===== src/source/isa_pkg.sv =====
package isa_pkg;

	// R-type: register to register, function in the low six bits
	typedef struct packed {
		logic [5:0] opcode;
		logic [4:0] rs;
		logic [4:0] rt;
		logic [4:0] rd;
		logic [4:0] shamt;
		logic [5:0] funct;
	} r_fmt_t;

	// I-type: rt is the destination
	typedef struct packed {
		logic [5:0]  opcode;
		logic [4:0]  rs;
		logic [4:0]  rt;
		logic [15:0] imm;
	} i_fmt_t;

	// Same 32-bit word, two views
	typedef union packed {
		r_fmt_t r;
		i_fmt_t i;
	} instr_t;

	// Major opcodes
	localparam logic [5:0] OP_SPECIAL = 6'h00;
	localparam logic [5:0] OP_ADDIU   = 6'h09;
	localparam logic [5:0] OP_ORI     = 6'h0d;
	localparam logic [5:0] OP_LUI     = 6'h0f;

	// SPECIAL function codes
	localparam logic [5:0] FN_ADDU = 6'h21;
	localparam logic [5:0] FN_SUBU = 6'h23;
	localparam logic [5:0] FN_AND  = 6'h24;
	localparam logic [5:0] FN_OR   = 6'h25;
	localparam logic [5:0] FN_XOR  = 6'h26;
	localparam logic [5:0] FN_SLT  = 6'h2a;

endpackage


===== src/source/core_pkg.sv =====
package core_pkg;

	localparam int WORD_W     = 32;
	localparam int ADDR_W     = 32;
	localparam int REG_ADDR_W = 5;
	localparam int NUM_REGS   = 1 << REG_ADDR_W;

	typedef logic [WORD_W-1:0]     word_t;
	typedef logic [ADDR_W-1:0]     inst_addr_t;
	typedef logic [REG_ADDR_W-1:0] reg_addr_t;

	// Internal ALU operations, decoupled from the ISA encodings
	typedef enum logic [2:0] {
		ALU_ADD = 3'd0,
		ALU_SUB = 3'd1,
		ALU_AND = 3'd2,
		ALU_OR  = 3'd3,
		ALU_XOR = 3'd4,
		ALU_SLT = 3'd5,
		ALU_LUI = 3'd6
	} alu_op_t;

endpackage


===== src/source/fetch_unit.sv =====
module fetch_unit #(
	parameter core_pkg::inst_addr_t RESET_PC = 32'hbfc0_0000
)(
	input  logic                 clk,
	input  logic                 arst_n,
	output logic                 imem_req,
	output core_pkg::inst_addr_t imem_addr,
	input  core_pkg::word_t      imem_rdata,
	input  logic                 imem_ack,
	output logic                 if_valid,
	output core_pkg::inst_addr_t if_pc,
	output core_pkg::word_t      if_instr
);

	localparam logic [1:0] S_START     = 2'd0;
	localparam logic [1:0] S_REQ       = 2'd1;
	localparam logic [1:0] S_WAIT_DROP = 2'd2;

	logic [1:0]           state;
	core_pkg::inst_addr_t pc;
	logic                 capture;

	// Address only moves on the capture edge, so it is stable under req
	assign imem_req  = (state == S_REQ);
	assign imem_addr = pc;
	assign capture   = (state == S_REQ) && imem_ack;

	always_ff @(posedge clk or negedge arst_n)
	begin
		if (!arst_n)
		begin
			state    <= S_START;
			pc       <= RESET_PC;
			if_valid <= 1'b0;
		end
		else
		begin
			if_valid <= capture;
			case (state)
				// Raise req again only once ack has been seen low
				S_START, S_WAIT_DROP:
				begin
					if (!imem_ack)
						state <= S_REQ;
				end
				S_REQ:
				begin
					if (imem_ack)
					begin
						state <= S_WAIT_DROP;
						pc    <= pc + 32'd4;
					end
				end
				default:
					state <= S_START;
			endcase
		end
	end

	always_ff @(posedge clk)
	begin
		if (capture)
		begin
			if_pc    <= pc;
			if_instr <= imem_rdata;
		end
	end

endmodule


===== src/source/decode_stage.sv =====
module decode_stage (
	input  logic                 clk,
	input  logic                 arst_n,
	input  logic                 if_valid,
	input  core_pkg::inst_addr_t if_pc,
	input  core_pkg::word_t      if_instr,
	output core_pkg::reg_addr_t  rs_addr,
	output core_pkg::reg_addr_t  rt_addr,
	input  core_pkg::word_t      rs_data,
	input  core_pkg::word_t      rt_data,
	input  logic                 ex_fwd_we,
	input  core_pkg::reg_addr_t  ex_fwd_addr,
	input  core_pkg::word_t      ex_fwd_data,
	input  logic                 wb_we,
	input  core_pkg::reg_addr_t  wb_waddr,
	input  core_pkg::word_t      wb_wdata,
	output logic                 ex_valid,
	output core_pkg::inst_addr_t ex_pc,
	output core_pkg::alu_op_t    ex_op,
	output core_pkg::word_t      ex_a,
	output core_pkg::word_t      ex_b,
	output logic                 ex_we,
	output core_pkg::reg_addr_t  ex_waddr
);

	isa_pkg::instr_t     instr;
	core_pkg::alu_op_t   dec_op;
	logic                dec_we;
	logic                dec_use_imm;
	core_pkg::reg_addr_t dec_waddr;
	core_pkg::word_t     imm_ext;
	core_pkg::word_t     opnd_a;
	core_pkg::word_t     opnd_b;

	// EX beats WB and WB beats the array
	function automatic core_pkg::word_t pick_operand(
		input core_pkg::reg_addr_t addr,
		input core_pkg::word_t     rf_data
	);
		if (ex_fwd_we && ex_fwd_addr == addr)
			return ex_fwd_data;
		else if (wb_we && wb_waddr == addr)
			return wb_wdata;
		else
			return rf_data;
	endfunction

	assign instr   = if_instr;
	assign rs_addr = instr.r.rs;
	assign rt_addr = instr.r.rt;

	always_comb
	begin
		dec_op      = core_pkg::ALU_ADD;
		dec_we      = 1'b0;
		dec_use_imm = 1'b0;
		dec_waddr   = instr.r.rd;
		imm_ext     = {{(core_pkg::WORD_W-16){instr.i.imm[15]}}, instr.i.imm};
		case (instr.r.opcode)
			isa_pkg::OP_SPECIAL:
			begin
				dec_we = 1'b1;
				case (instr.r.funct)
					isa_pkg::FN_ADDU: dec_op = core_pkg::ALU_ADD;
					isa_pkg::FN_SUBU: dec_op = core_pkg::ALU_SUB;
					isa_pkg::FN_AND:  dec_op = core_pkg::ALU_AND;
					isa_pkg::FN_OR:   dec_op = core_pkg::ALU_OR;
					isa_pkg::FN_XOR:  dec_op = core_pkg::ALU_XOR;
					isa_pkg::FN_SLT:  dec_op = core_pkg::ALU_SLT;
					default:          dec_we = 1'b0;
				endcase
			end
			isa_pkg::OP_ADDIU:
			begin
				dec_we      = 1'b1;
				dec_use_imm = 1'b1;
				dec_waddr   = instr.i.rt;
			end
			isa_pkg::OP_ORI, isa_pkg::OP_LUI:
			begin
				dec_op      = (instr.i.opcode == isa_pkg::OP_ORI) ?
					core_pkg::ALU_OR : core_pkg::ALU_LUI;
				dec_we      = 1'b1;
				dec_use_imm = 1'b1;
				dec_waddr   = instr.i.rt;
				imm_ext     = {{(core_pkg::WORD_W-16){1'b0}}, instr.i.imm};
			end
			default:
				dec_we = 1'b0;
		endcase
		// r0 stays zero
		if (dec_waddr == '0)
			dec_we = 1'b0;
	end

	always_comb
	begin
		opnd_a = pick_operand(rs_addr, rs_data);
		opnd_b = dec_use_imm ? imm_ext : pick_operand(rt_addr, rt_data);
	end

	always_ff @(posedge clk or negedge arst_n)
	begin
		if (!arst_n)
		begin
			ex_valid <= 1'b0;
			ex_we    <= 1'b0;
		end
		else
		begin
			ex_valid <= if_valid;
			ex_we    <= if_valid && dec_we;
		end
	end

	always_ff @(posedge clk)
	begin
		if (if_valid)
		begin
			ex_pc    <= if_pc;
			ex_op    <= dec_op;
			ex_a     <= opnd_a;
			ex_b     <= opnd_b;
			ex_waddr <= dec_waddr;
		end
	end

endmodule


===== src/source/reg_file.sv =====
module reg_file (
	input  logic                clk,
	input  logic                arst_n,
	input  core_pkg::reg_addr_t rs_addr,
	input  core_pkg::reg_addr_t rt_addr,
	output core_pkg::word_t     rs_data,
	output core_pkg::word_t     rt_data,
	input  logic                we,
	input  core_pkg::reg_addr_t waddr,
	input  core_pkg::word_t     wdata
);

	// No storage behind r0
	core_pkg::word_t regs [1:core_pkg::NUM_REGS-1];

	always_ff @(posedge clk or negedge arst_n)
	begin
		if (!arst_n)
		begin
			for (int i = 1; i < core_pkg::NUM_REGS; i++)
				regs[i] <= '0;
		end
		else if (we && waddr != '0)
		begin
			regs[waddr] <= wdata;
		end
	end

	assign rs_data = (rs_addr == '0) ? '0 : regs[rs_addr];
	assign rt_data = (rt_addr == '0) ? '0 : regs[rt_addr];

endmodule


===== src/source/alu_stage.sv =====
module alu_stage (
	input  logic                 clk,
	input  logic                 arst_n,
	input  logic                 ex_valid,
	input  core_pkg::inst_addr_t ex_pc,
	input  core_pkg::alu_op_t    ex_op,
	input  core_pkg::word_t      ex_a,
	input  core_pkg::word_t      ex_b,
	input  logic                 ex_we,
	input  core_pkg::reg_addr_t  ex_waddr,
	output logic                 ex_fwd_we,
	output core_pkg::reg_addr_t  ex_fwd_addr,
	output core_pkg::word_t      ex_fwd_data,
	output logic                 wb_valid,
	output core_pkg::inst_addr_t wb_pc,
	output logic                 wb_we,
	output core_pkg::reg_addr_t  wb_waddr,
	output core_pkg::word_t      wb_wdata
);

	core_pkg::word_t result;

	always_comb
	begin
		case (ex_op)
			core_pkg::ALU_ADD: result = ex_a + ex_b;
			core_pkg::ALU_SUB: result = ex_a - ex_b;
			core_pkg::ALU_AND: result = ex_a & ex_b;
			core_pkg::ALU_OR:  result = ex_a | ex_b;
			core_pkg::ALU_XOR: result = ex_a ^ ex_b;
			core_pkg::ALU_SLT: result = core_pkg::word_t'($signed(ex_a) < $signed(ex_b));
			// Immediate arrives zero-extended in b
			core_pkg::ALU_LUI: result = ex_b << 16;
			default:           result = '0;
		endcase
	end

	assign ex_fwd_we   = ex_valid && ex_we;
	assign ex_fwd_addr = ex_waddr;
	assign ex_fwd_data = result;

	always_ff @(posedge clk or negedge arst_n)
	begin
		if (!arst_n)
		begin
			wb_valid <= 1'b0;
			wb_we    <= 1'b0;
		end
		else
		begin
			wb_valid <= ex_valid;
			wb_we    <= ex_valid && ex_we;
		end
	end

	always_ff @(posedge clk)
	begin
		if (ex_valid)
		begin
			wb_pc    <= ex_pc;
			wb_waddr <= ex_waddr;
			wb_wdata <= result;
		end
	end

endmodule


===== src/source/mini_mips.sv =====
module mini_mips #(
	parameter core_pkg::inst_addr_t RESET_PC = 32'hbfc0_0000
)(
	input  logic                 clk,
	input  logic                 arst_n,
	output logic                 imem_req,
	output core_pkg::inst_addr_t imem_addr,
	input  core_pkg::word_t      imem_rdata,
	input  logic                 imem_ack,
	output logic                 debug_wb_valid,
	output core_pkg::inst_addr_t debug_wb_pc,
	output logic                 debug_wb_we,
	output core_pkg::reg_addr_t  debug_wb_addr,
	output core_pkg::word_t      debug_wb_wdata
);

	logic                 if_valid;
	core_pkg::inst_addr_t if_pc;
	core_pkg::word_t      if_instr;

	core_pkg::reg_addr_t  rs_addr;
	core_pkg::reg_addr_t  rt_addr;
	core_pkg::word_t      rs_data;
	core_pkg::word_t      rt_data;

	logic                 ex_valid;
	core_pkg::inst_addr_t ex_pc;
	core_pkg::alu_op_t    ex_op;
	core_pkg::word_t      ex_a;
	core_pkg::word_t      ex_b;
	logic                 ex_we;
	core_pkg::reg_addr_t  ex_waddr;

	logic                 ex_fwd_we;
	core_pkg::reg_addr_t  ex_fwd_addr;
	core_pkg::word_t      ex_fwd_data;

	fetch_unit #(
		.RESET_PC(RESET_PC)
	) u_fetch (
		.clk,
		.arst_n,
		.imem_req,
		.imem_addr,
		.imem_rdata,
		.imem_ack,
		.if_valid,
		.if_pc,
		.if_instr
	);

	decode_stage u_decode (
		.clk,
		.arst_n,
		.if_valid,
		.if_pc,
		.if_instr,
		.rs_addr,
		.rt_addr,
		.rs_data,
		.rt_data,
		.ex_fwd_we,
		.ex_fwd_addr,
		.ex_fwd_data,
		.wb_we(debug_wb_we),
		.wb_waddr(debug_wb_addr),
		.wb_wdata(debug_wb_wdata),
		.ex_valid,
		.ex_pc,
		.ex_op,
		.ex_a,
		.ex_b,
		.ex_we,
		.ex_waddr
	);

	// Writeback is the EX/WB register driving the array directly
	reg_file u_regs (
		.clk,
		.arst_n,
		.rs_addr,
		.rt_addr,
		.rs_data,
		.rt_data,
		.we(debug_wb_we),
		.waddr(debug_wb_addr),
		.wdata(debug_wb_wdata)
	);

	alu_stage u_alu (
		.clk,
		.arst_n,
		.ex_valid,
		.ex_pc,
		.ex_op,
		.ex_a,
		.ex_b,
		.ex_we,
		.ex_waddr,
		.ex_fwd_we,
		.ex_fwd_addr,
		.ex_fwd_data,
		.wb_valid(debug_wb_valid),
		.wb_pc(debug_wb_pc),
		.wb_we(debug_wb_we),
		.wb_waddr(debug_wb_addr),
		.wb_wdata(debug_wb_wdata)
	);

endmodule


===== config.mk =====
export PLATFORM = sky130hd
export DESIGN_NAME = mini_mips
export DESIGN_NICKNAME = d
export VERILOG_FILES = /design/src/source/isa_pkg.sv /design/src/source/core_pkg.sv /design/src/source/fetch_unit.sv /design/src/source/decode_stage.sv /design/src/source/reg_file.sv /design/src/source/alu_stage.sv /design/src/source/mini_mips.sv
export SDC_FILE = /design/constraint.sdc
export NUM_CORES = 2
export LEC_CHECK = 0
export ABC_AREA = 1
export BUFFER_PORTS_ARGS = -buffer_cell sky130_fd_sc_hd__buf_2
export CAP_MARGIN = 20
export CORE_ASPECT_RATIO = 1.1
export CORE_MARGIN = 4
export CORE_UTILIZATION = 39
export CTS_CLUSTER_SIZE = 10
export DETAILED_ROUTE_END_ITERATION = 10
export PLACE_DENSITY_LB_ADDON = 0.05
export SYNTH_ARGS = -nofsm -noshare
export SYNTH_HDL_FRONTEND = slang
export SYNTH_SLANG_ARGS = --single-unit

===== constraint.sdc =====
create_clock -name clk -period 5.6 [get_ports clk]
set_clock_uncertainty 0.1 [all_clocks]
set_input_delay 0.28 -clock clk [delete_from_list [all_inputs] [get_ports clk]]
set_output_delay 0.28 -clock clk [all_outputs]
set_load 0.02 [all_outputs]

; Word level (Yosys, flattened, before mapping)
; Index checks and enable logic that the tools add are counted.
; Widths: inputs -> output; s select.
[classes]
n_addsub = 3
magnitude_cmp = 5
n_eq_ne = 23
mux = 29
bitwise = 6
reduce_logical = 22
[ops]
columns = operator, count
row1 = $bwmux 992, 1
row2 = $mux 32, 13
row3 = $bmux 32 s5, 2
row4 = $pmux 32 s7, 1
row5 = $demux 32 s5, 1
row6 = $eq 6x6->1 const B, 6
row7 = $add 32x3->32 const B, 1
row8 = $add 32x32->32, 1
row9 = $and 32x32->32, 1
row10 = $lt 32x32->1, 1
row11 = $or 32x32->32, 1
row12 = $sub 32x32->32, 1
row13 = $xor 32x32->32, 1
row14 = $eq 5x5->1, 4
row15 = $eq 6x4->1 const B, 3
row16 = $ge 6x6->1 const B, 3
row17 = $not 5->6, 3
row18 = $logic_not 5->1, 3
row19 = $pmux 3 s5, 1
row20 = $eq 3x3->1 const B, 3
row21 = $logic_and 1x1->1, 9
row22 = $eq 3x2->1 const B, 2
row23 = $logic_not 6->1, 1
row24 = $lt 6x1->1 const B, 1
row25 = 19 further kinds, 24
[word_totals]
register_bits = 1268
out_inout_bits = 104
elab_cells = 136

; Logic depth before layout (Yosys ltp)
[depth]
depth_word = 8
ltp_mapped = 19

; By module
; A second synthesis with hierarchy kept.
[hier_totals]
hier_cells = 11265
area_unflattened_um2 = 77340.4
[modules_own_cells]
columns = mod, instances, cells_per_inst, area_per_inst_um2, seq_area_each_um2
row1 = reg_file, 1, 8852, 58625.0, 24823.8
row2 = alu_stage, 1, 1367, 8775.9, 2122.0
row3 = decode_stage, 1, 760, 6218.5, 3173.0
row4 = fetch_unit, 1, 286, 3721.1, 2698.8

; Worst setup path before layout
; Ideal clock, no wire load.
[synth_path]
path_type = reg2reg
startpoint = register u_decode.ex_valid
endpoint = register u_decode.ex_b[3], data pin
setup_ps = 267
arrival_time_ps = 3054
setup_slack_ps = 2179
stages_incl_launch_ff = 9
path_buffers = 1
path_cell_list = dfrtp_1 -> nand2_1 -> a21oi_1 -> nand4_1 -> nor4_2 -> clkbuf_1 -> nand4_1 -> nand3_1 -> o21ai_0
[synth_between]
elab_chain_len = 4
[synth_lines]
columns = element, line_no
row1 = "start, declared", decode_stage.sv:17  ; output logic ex_valid,
row2 = "start signal, assigned", decode_stage.sv:111  ; ex_valid <= if_valid;
row3 = $logic_and 1x1->1, alu_stage.sv:38  ; assign ex_fwd_we = ex_valid && ex_we;
row4 = $logic_and 1x1->1, decode_stage.sv:40  ; if (ex_fwd_we && ex_fwd_addr == addr)
row5 = $mux 32, decode_stage.sv:40
row6 = $mux 32, decode_stage.sv:99  ; opnd_b = dec_use_imm ? imm_ext : pick_operand(rt_addr, rt_data);
row7 = via u_decode.opnd_b[3], decode_stage.sv:33  ; core_pkg::word_t opnd_b;
row8 = "end signal, assigned", decode_stage.sv:123  ; ex_b <= opnd_b;
row9 = "end, declared", decode_stage.sv:21  ; output core_pkg::word_t ex_b,
; The timed path passes the listed nets, and every way through them passes these cells.
; A chain may end at the register's enable or synchronous reset.

; Final worst setup path
[layout_path]
startpoint = register u_fetch.if_instr[17]
endpoint = register u_decode.ex_b[3], data pin
[layout_between]
elab_chain_len = 8
elab_cells_between_ends = 13
classes_between = 2 x eq/ne / 7 x mux / 1 x bitwise / 3 x reduce/logical
[layout_lines]
columns = element, line_no
row1 = "start, declared", fetch_unit.sv:12  ; output core_pkg::word_t if_instr
row2 = "start signal, assigned", fetch_unit.sv:65  ; if_instr <= imem_rdata;
row3 = $not 5->6 (not written as such), reg_file.sv:30  ; assign rt_data = (rt_addr == '0) ? '0 : regs[rt_addr];
row4 = $bmux 32 s5, reg_file.sv:30
row5 = $mux 32 (not written as such) (2 in a row), reg_file.sv:30
row6 = $mux 32, reg_file.sv:30
row7 = $mux 32, decode_stage.sv:42  ; else if (wb_we && wb_waddr == addr)
row8 = $mux 32 *, decode_stage.sv:40
row9 = $mux 32 *, decode_stage.sv:99
row10 = via u_decode.opnd_b[3], decode_stage.sv:33
; The timed path passes the listed nets; every way through them passes the cells marked *. The select of a mux whose other input is x is not followed.

==> metrics.md <==
| Metric | Value |
|---|---|
| Most common cell in the netlist | `nand2_1` |
| Tot Pwr | `22.2 mW` |
| Area contributors post-synth | `dfrtp_1 36%, o21ai_0 11%, nand2_1 11%, edfxtp_1 9.9%, nand3_1 5.9%` |
| Final period util | `80.8%` |
| Syn_area_per_cell | `7.68 sq um` |
| Synth area leader | `dfrtp_1` |
| Top post-synthesis cells by count | `1999 x nand2_1, 1518 x o21ai_0, 1020 x dfrtp_1` |
| Final ANT Viol Nets | `0` |
| Reg clk slew, reported paths | `0.06 ns` |
| Slew HR | `22.8%` |
| Non-filler instance count after layout | `11403` |
| CP Max Fanout | `63` |
| Max VDD drop | `0.350 mV` |
| Max Freq | `221 MHz` |
| Crit-path cells | `inv_8 > nand2_4 > buf_4 > or2_2 > nand3_1 > nand3_1 > nand2_1 > nand2_1 > nand3_1 > nand2_1 > nand3_1 > o21ai_0` |
| DP HPWL | `193 mm` |
| Worst-case reg-to-reg path depth | `12` |
| Power density over the cells | `285 nW/um^2` |
| CP Capture Type | `flop` |
| Router iterations before antenna repair | `6` |
| Vias in the first global route | `64267` |
| Initial antenna violation count | `11` |
| Clk buf depth | `3` |
| WP data arrival | `4.92 ns` |
| Core area | `179000 sq um` |
| Sequential share of the synthesized area | `46.6%` |
| Met1 Track Usage GR | `46.3%` |
| Vias | `68046` |
| Worst hold path class | `primary input to flop` |
| Post-synth top area share | `36.4%` |
| Mapped Area | `70200 sq um` |
| I/O pin cnt | `139` |
| Clk sink count | `1260` |
| Yosys reg bits | `1260` |
| Initial Util | `39.2%` |
| GR Util met2 | `52.7%` |
| Cell Rows | `163` |
| Largest net degree at the start of global routing | `175` |
| Fraction of registers with async set/reset | `81.7%` |
| Die span in y | `453 microns` |
| Area of placed instances | `72700 sq um` |
| Synth Flop Type | `dfrtp_1` |
| Slew at the pin with the worst max-slew slack | `1.16 ns` |
| CP max stage delay | `0.55 ns` |
| Root Driver | `clkbuf_16` |
| TritonCTS buffer count | `155` |
| Die area | `187000 sq um` |
| Starting DRT DRC Count | `8385` |
| Max-cap viol count | `0` |
| GPL Wtd Cong | `1.00` |
| Synth warn | `0` |
| Setup violators final | `0` |
| Hold Crit Start | `imem_rdata[11]` |
| Remaining Overflow, GRT | `0` |
| Clk_lat worst skew | `0.83 ns` |
| Cells after Synth | `9140` |
| RSZ-0062 raised after global routing | `no` |
| Hold Path Sink | `u_fetch.if_instr[11]$_DFFE_PP_` |
| Crit path time final | `4.52 ns` |
| Pleak | `33.8 nW` |
| EDFF count, synth | `231` |
| Die X | `412 microns` |
| Final slew viol count | `0` |
| GRT Max-Usage Layer | `met2` |
| Vias per cell | `5.97` |
| Max H-tree Level | `4` |
| Layout cell share with drive strength beyond 1 | `7.22%` |
| # fillers | `18303` |
| Reg2Reg Capture Point | `u_decode.ex_b[3]$_DFFE_PP_` |
| Post-Route WL | `325 mm` |
| Slowest-stage cell, CP | `nand2_4` |
| Reg2Reg Setup Slack | `1.08 ns` |
| Routed len/inst | `28.5 microns` |
| Startpoint Class | `flop` |
| Drc violations | `0` |
| Final setup TNS | `0 ns` |
| WHS Path Cells | `2` |
| Global-route wire length before repair | `467 mm` |
| Cell mode on critical path | `nand3_1` |
| Crit. Startpoint | `u_fetch.if_instr[17]$_DFFE_PP_` |
| R2R Path Start | `u_fetch.if_instr[17]$_DFFE_PP_` |
| CTS tree | `done` |
| Synth unique cells | `48` |
| Net count reported at finish | `9042` |
| PortBufs | `134` |
| Required time worst endpoint | `5.99 ns` |
| Hold Vio Cnt, Final | `0` |
| Final Util | `43.5%` |
| Dpl cells | `11093` |
| Final instance area | `78000 sq um` |
| M3 GR Usage | `5.29%` |
| Critical path class | `flop to flop` |
| Status | `finished, final reports clean` |
| Gr usage total | `34.1%` |
| Area Growth Syn to Fin | `11.2%` |
## stage by stage
stage | setup slack, ns | hold slack, ns
floorplan | 2.18 | -0.116
global placement | 0.967 | 0.230
detailed placement | 1.17 | 0.235
CTS | 1.16 | 0.00164
global route | 1.08 | 0.0351
finish | 1.08 | 0.0580
## state kept, by name, summed over array words and instances, names as in the netlist
name,flops
u_alu.wb_pc,30
u_alu.wb_valid,1
u_alu.wb_waddr,5
u_alu.wb_wdata,32
u_alu.wb_we,1
u_decode.ex_a,32
u_decode.ex_b,32
u_decode.ex_op,3
u_decode.ex_pc,30
u_decode.ex_valid,1
u_decode.ex_waddr,5
u_decode.ex_we,1
u_fetch.if_instr,32
u_fetch.if_pc,30
u_fetch.if_valid,1
u_fetch.imem_addr,30
u_fetch.state,2
u_regs.regs,992
## layout make-up
cell class | count | area [sq um] | share of cell area [%]
inverters | 877 | 3340 | 4.29
clock buffers | 241 | 4470 | 5.74
clock inverters | 23 | 345 | 0.443
well taps | 2392 | 2990 | 3.84
diodes | 5 | 12.5 | 0.0160
multi-input cells | 6274 | 31500 | 40.4
repair buffers | 331 | 2640 | 3.38
flip-flops and latches | 1260 | 32700 | 41.9
## cells in the final DEF, fill, tap and decap left out, types with 74 or more instances in the layout
cell and instances:
nand2_1 1977, o21ai_0 1518, dfrtp_1 1018, inv_1 854, nand3_1 825, a21oi_1 821, nor2_1 243, edfxtp_1 231
o2111ai_1 197, o211ai_1 171, clkbuf_16 156, buf_2 133, buf_4 126, ha_1 106, or2_2 74
## how the worst max path moves through the flow
stage,depth (start not counted),end
2_1_floorplan,8,u_decode.ex_b[3]$_DFFE_PP_
4_1_cts,12,u_decode.ex_b[3]$_DFFE_PP_
3_5_place_dp,12,u_decode.ex_b[3]$_DFFE_PP_
6_report,12,u_decode.ex_b[3]$_DFFE_PP_
3_3_place_gp,11,u_decode.ex_b[1]$_DFFE_PP_
5_1_grt,12,u_decode.ex_b[3]$_DFFE_PP_
## power by group
group | switching [mW] | internal (mW)
logic | 2.05 | 0.623
registers | 0.170 | 9.51
clock network | 4.28 | 5.55
## repair_timing
| item | 4_1_cts | 5_1_grt |
|---|---|---|
| setup buffers | 0 | 0 |
| endpoints found under the hold margin | 128 | 0 |
| gates resized for setup | 0 | 0 |
| hold buffers | 38 | 0 |
## worst max-delay path: cells and delay by family (launching register included)
kind	cells	cell delay [ns]
and+or+nand+nor	9	2.17
AOI/OAI and AO/OA	1	0.27
DFF	1	0.52
buffers and inverters	2	0.94
## logic make-up (layout without fill, tap and decap cells)
| logic type | Yosys count | count (layout) | share of synthesized area, % |
|---|---|---|---|
| other cells | 1 | 9 | 0.00535 |
| xor+xnor | 34 | 34 | 0.424 |
| buf+inv | 1609 | 1472 | 8.90 |
| flops | 1260 | 1260 | 46.6 |
| fa+ha+maj | 108 | 108 | 1.95 |
| simple gates | 3251 | 3251 | 19.6 |
| compound gates | 2877 | 2877 | 22.5 |
## layer usage
metal	wire [microns]	vias up	share of wire, %
met2	144000	3496	44
met3	26600	805	8.2
met1	135000	33263	42
li1	-	30482	-
met4	19100	0	5.9
met5	0	-	0
(Power assumes the default switching activity.)
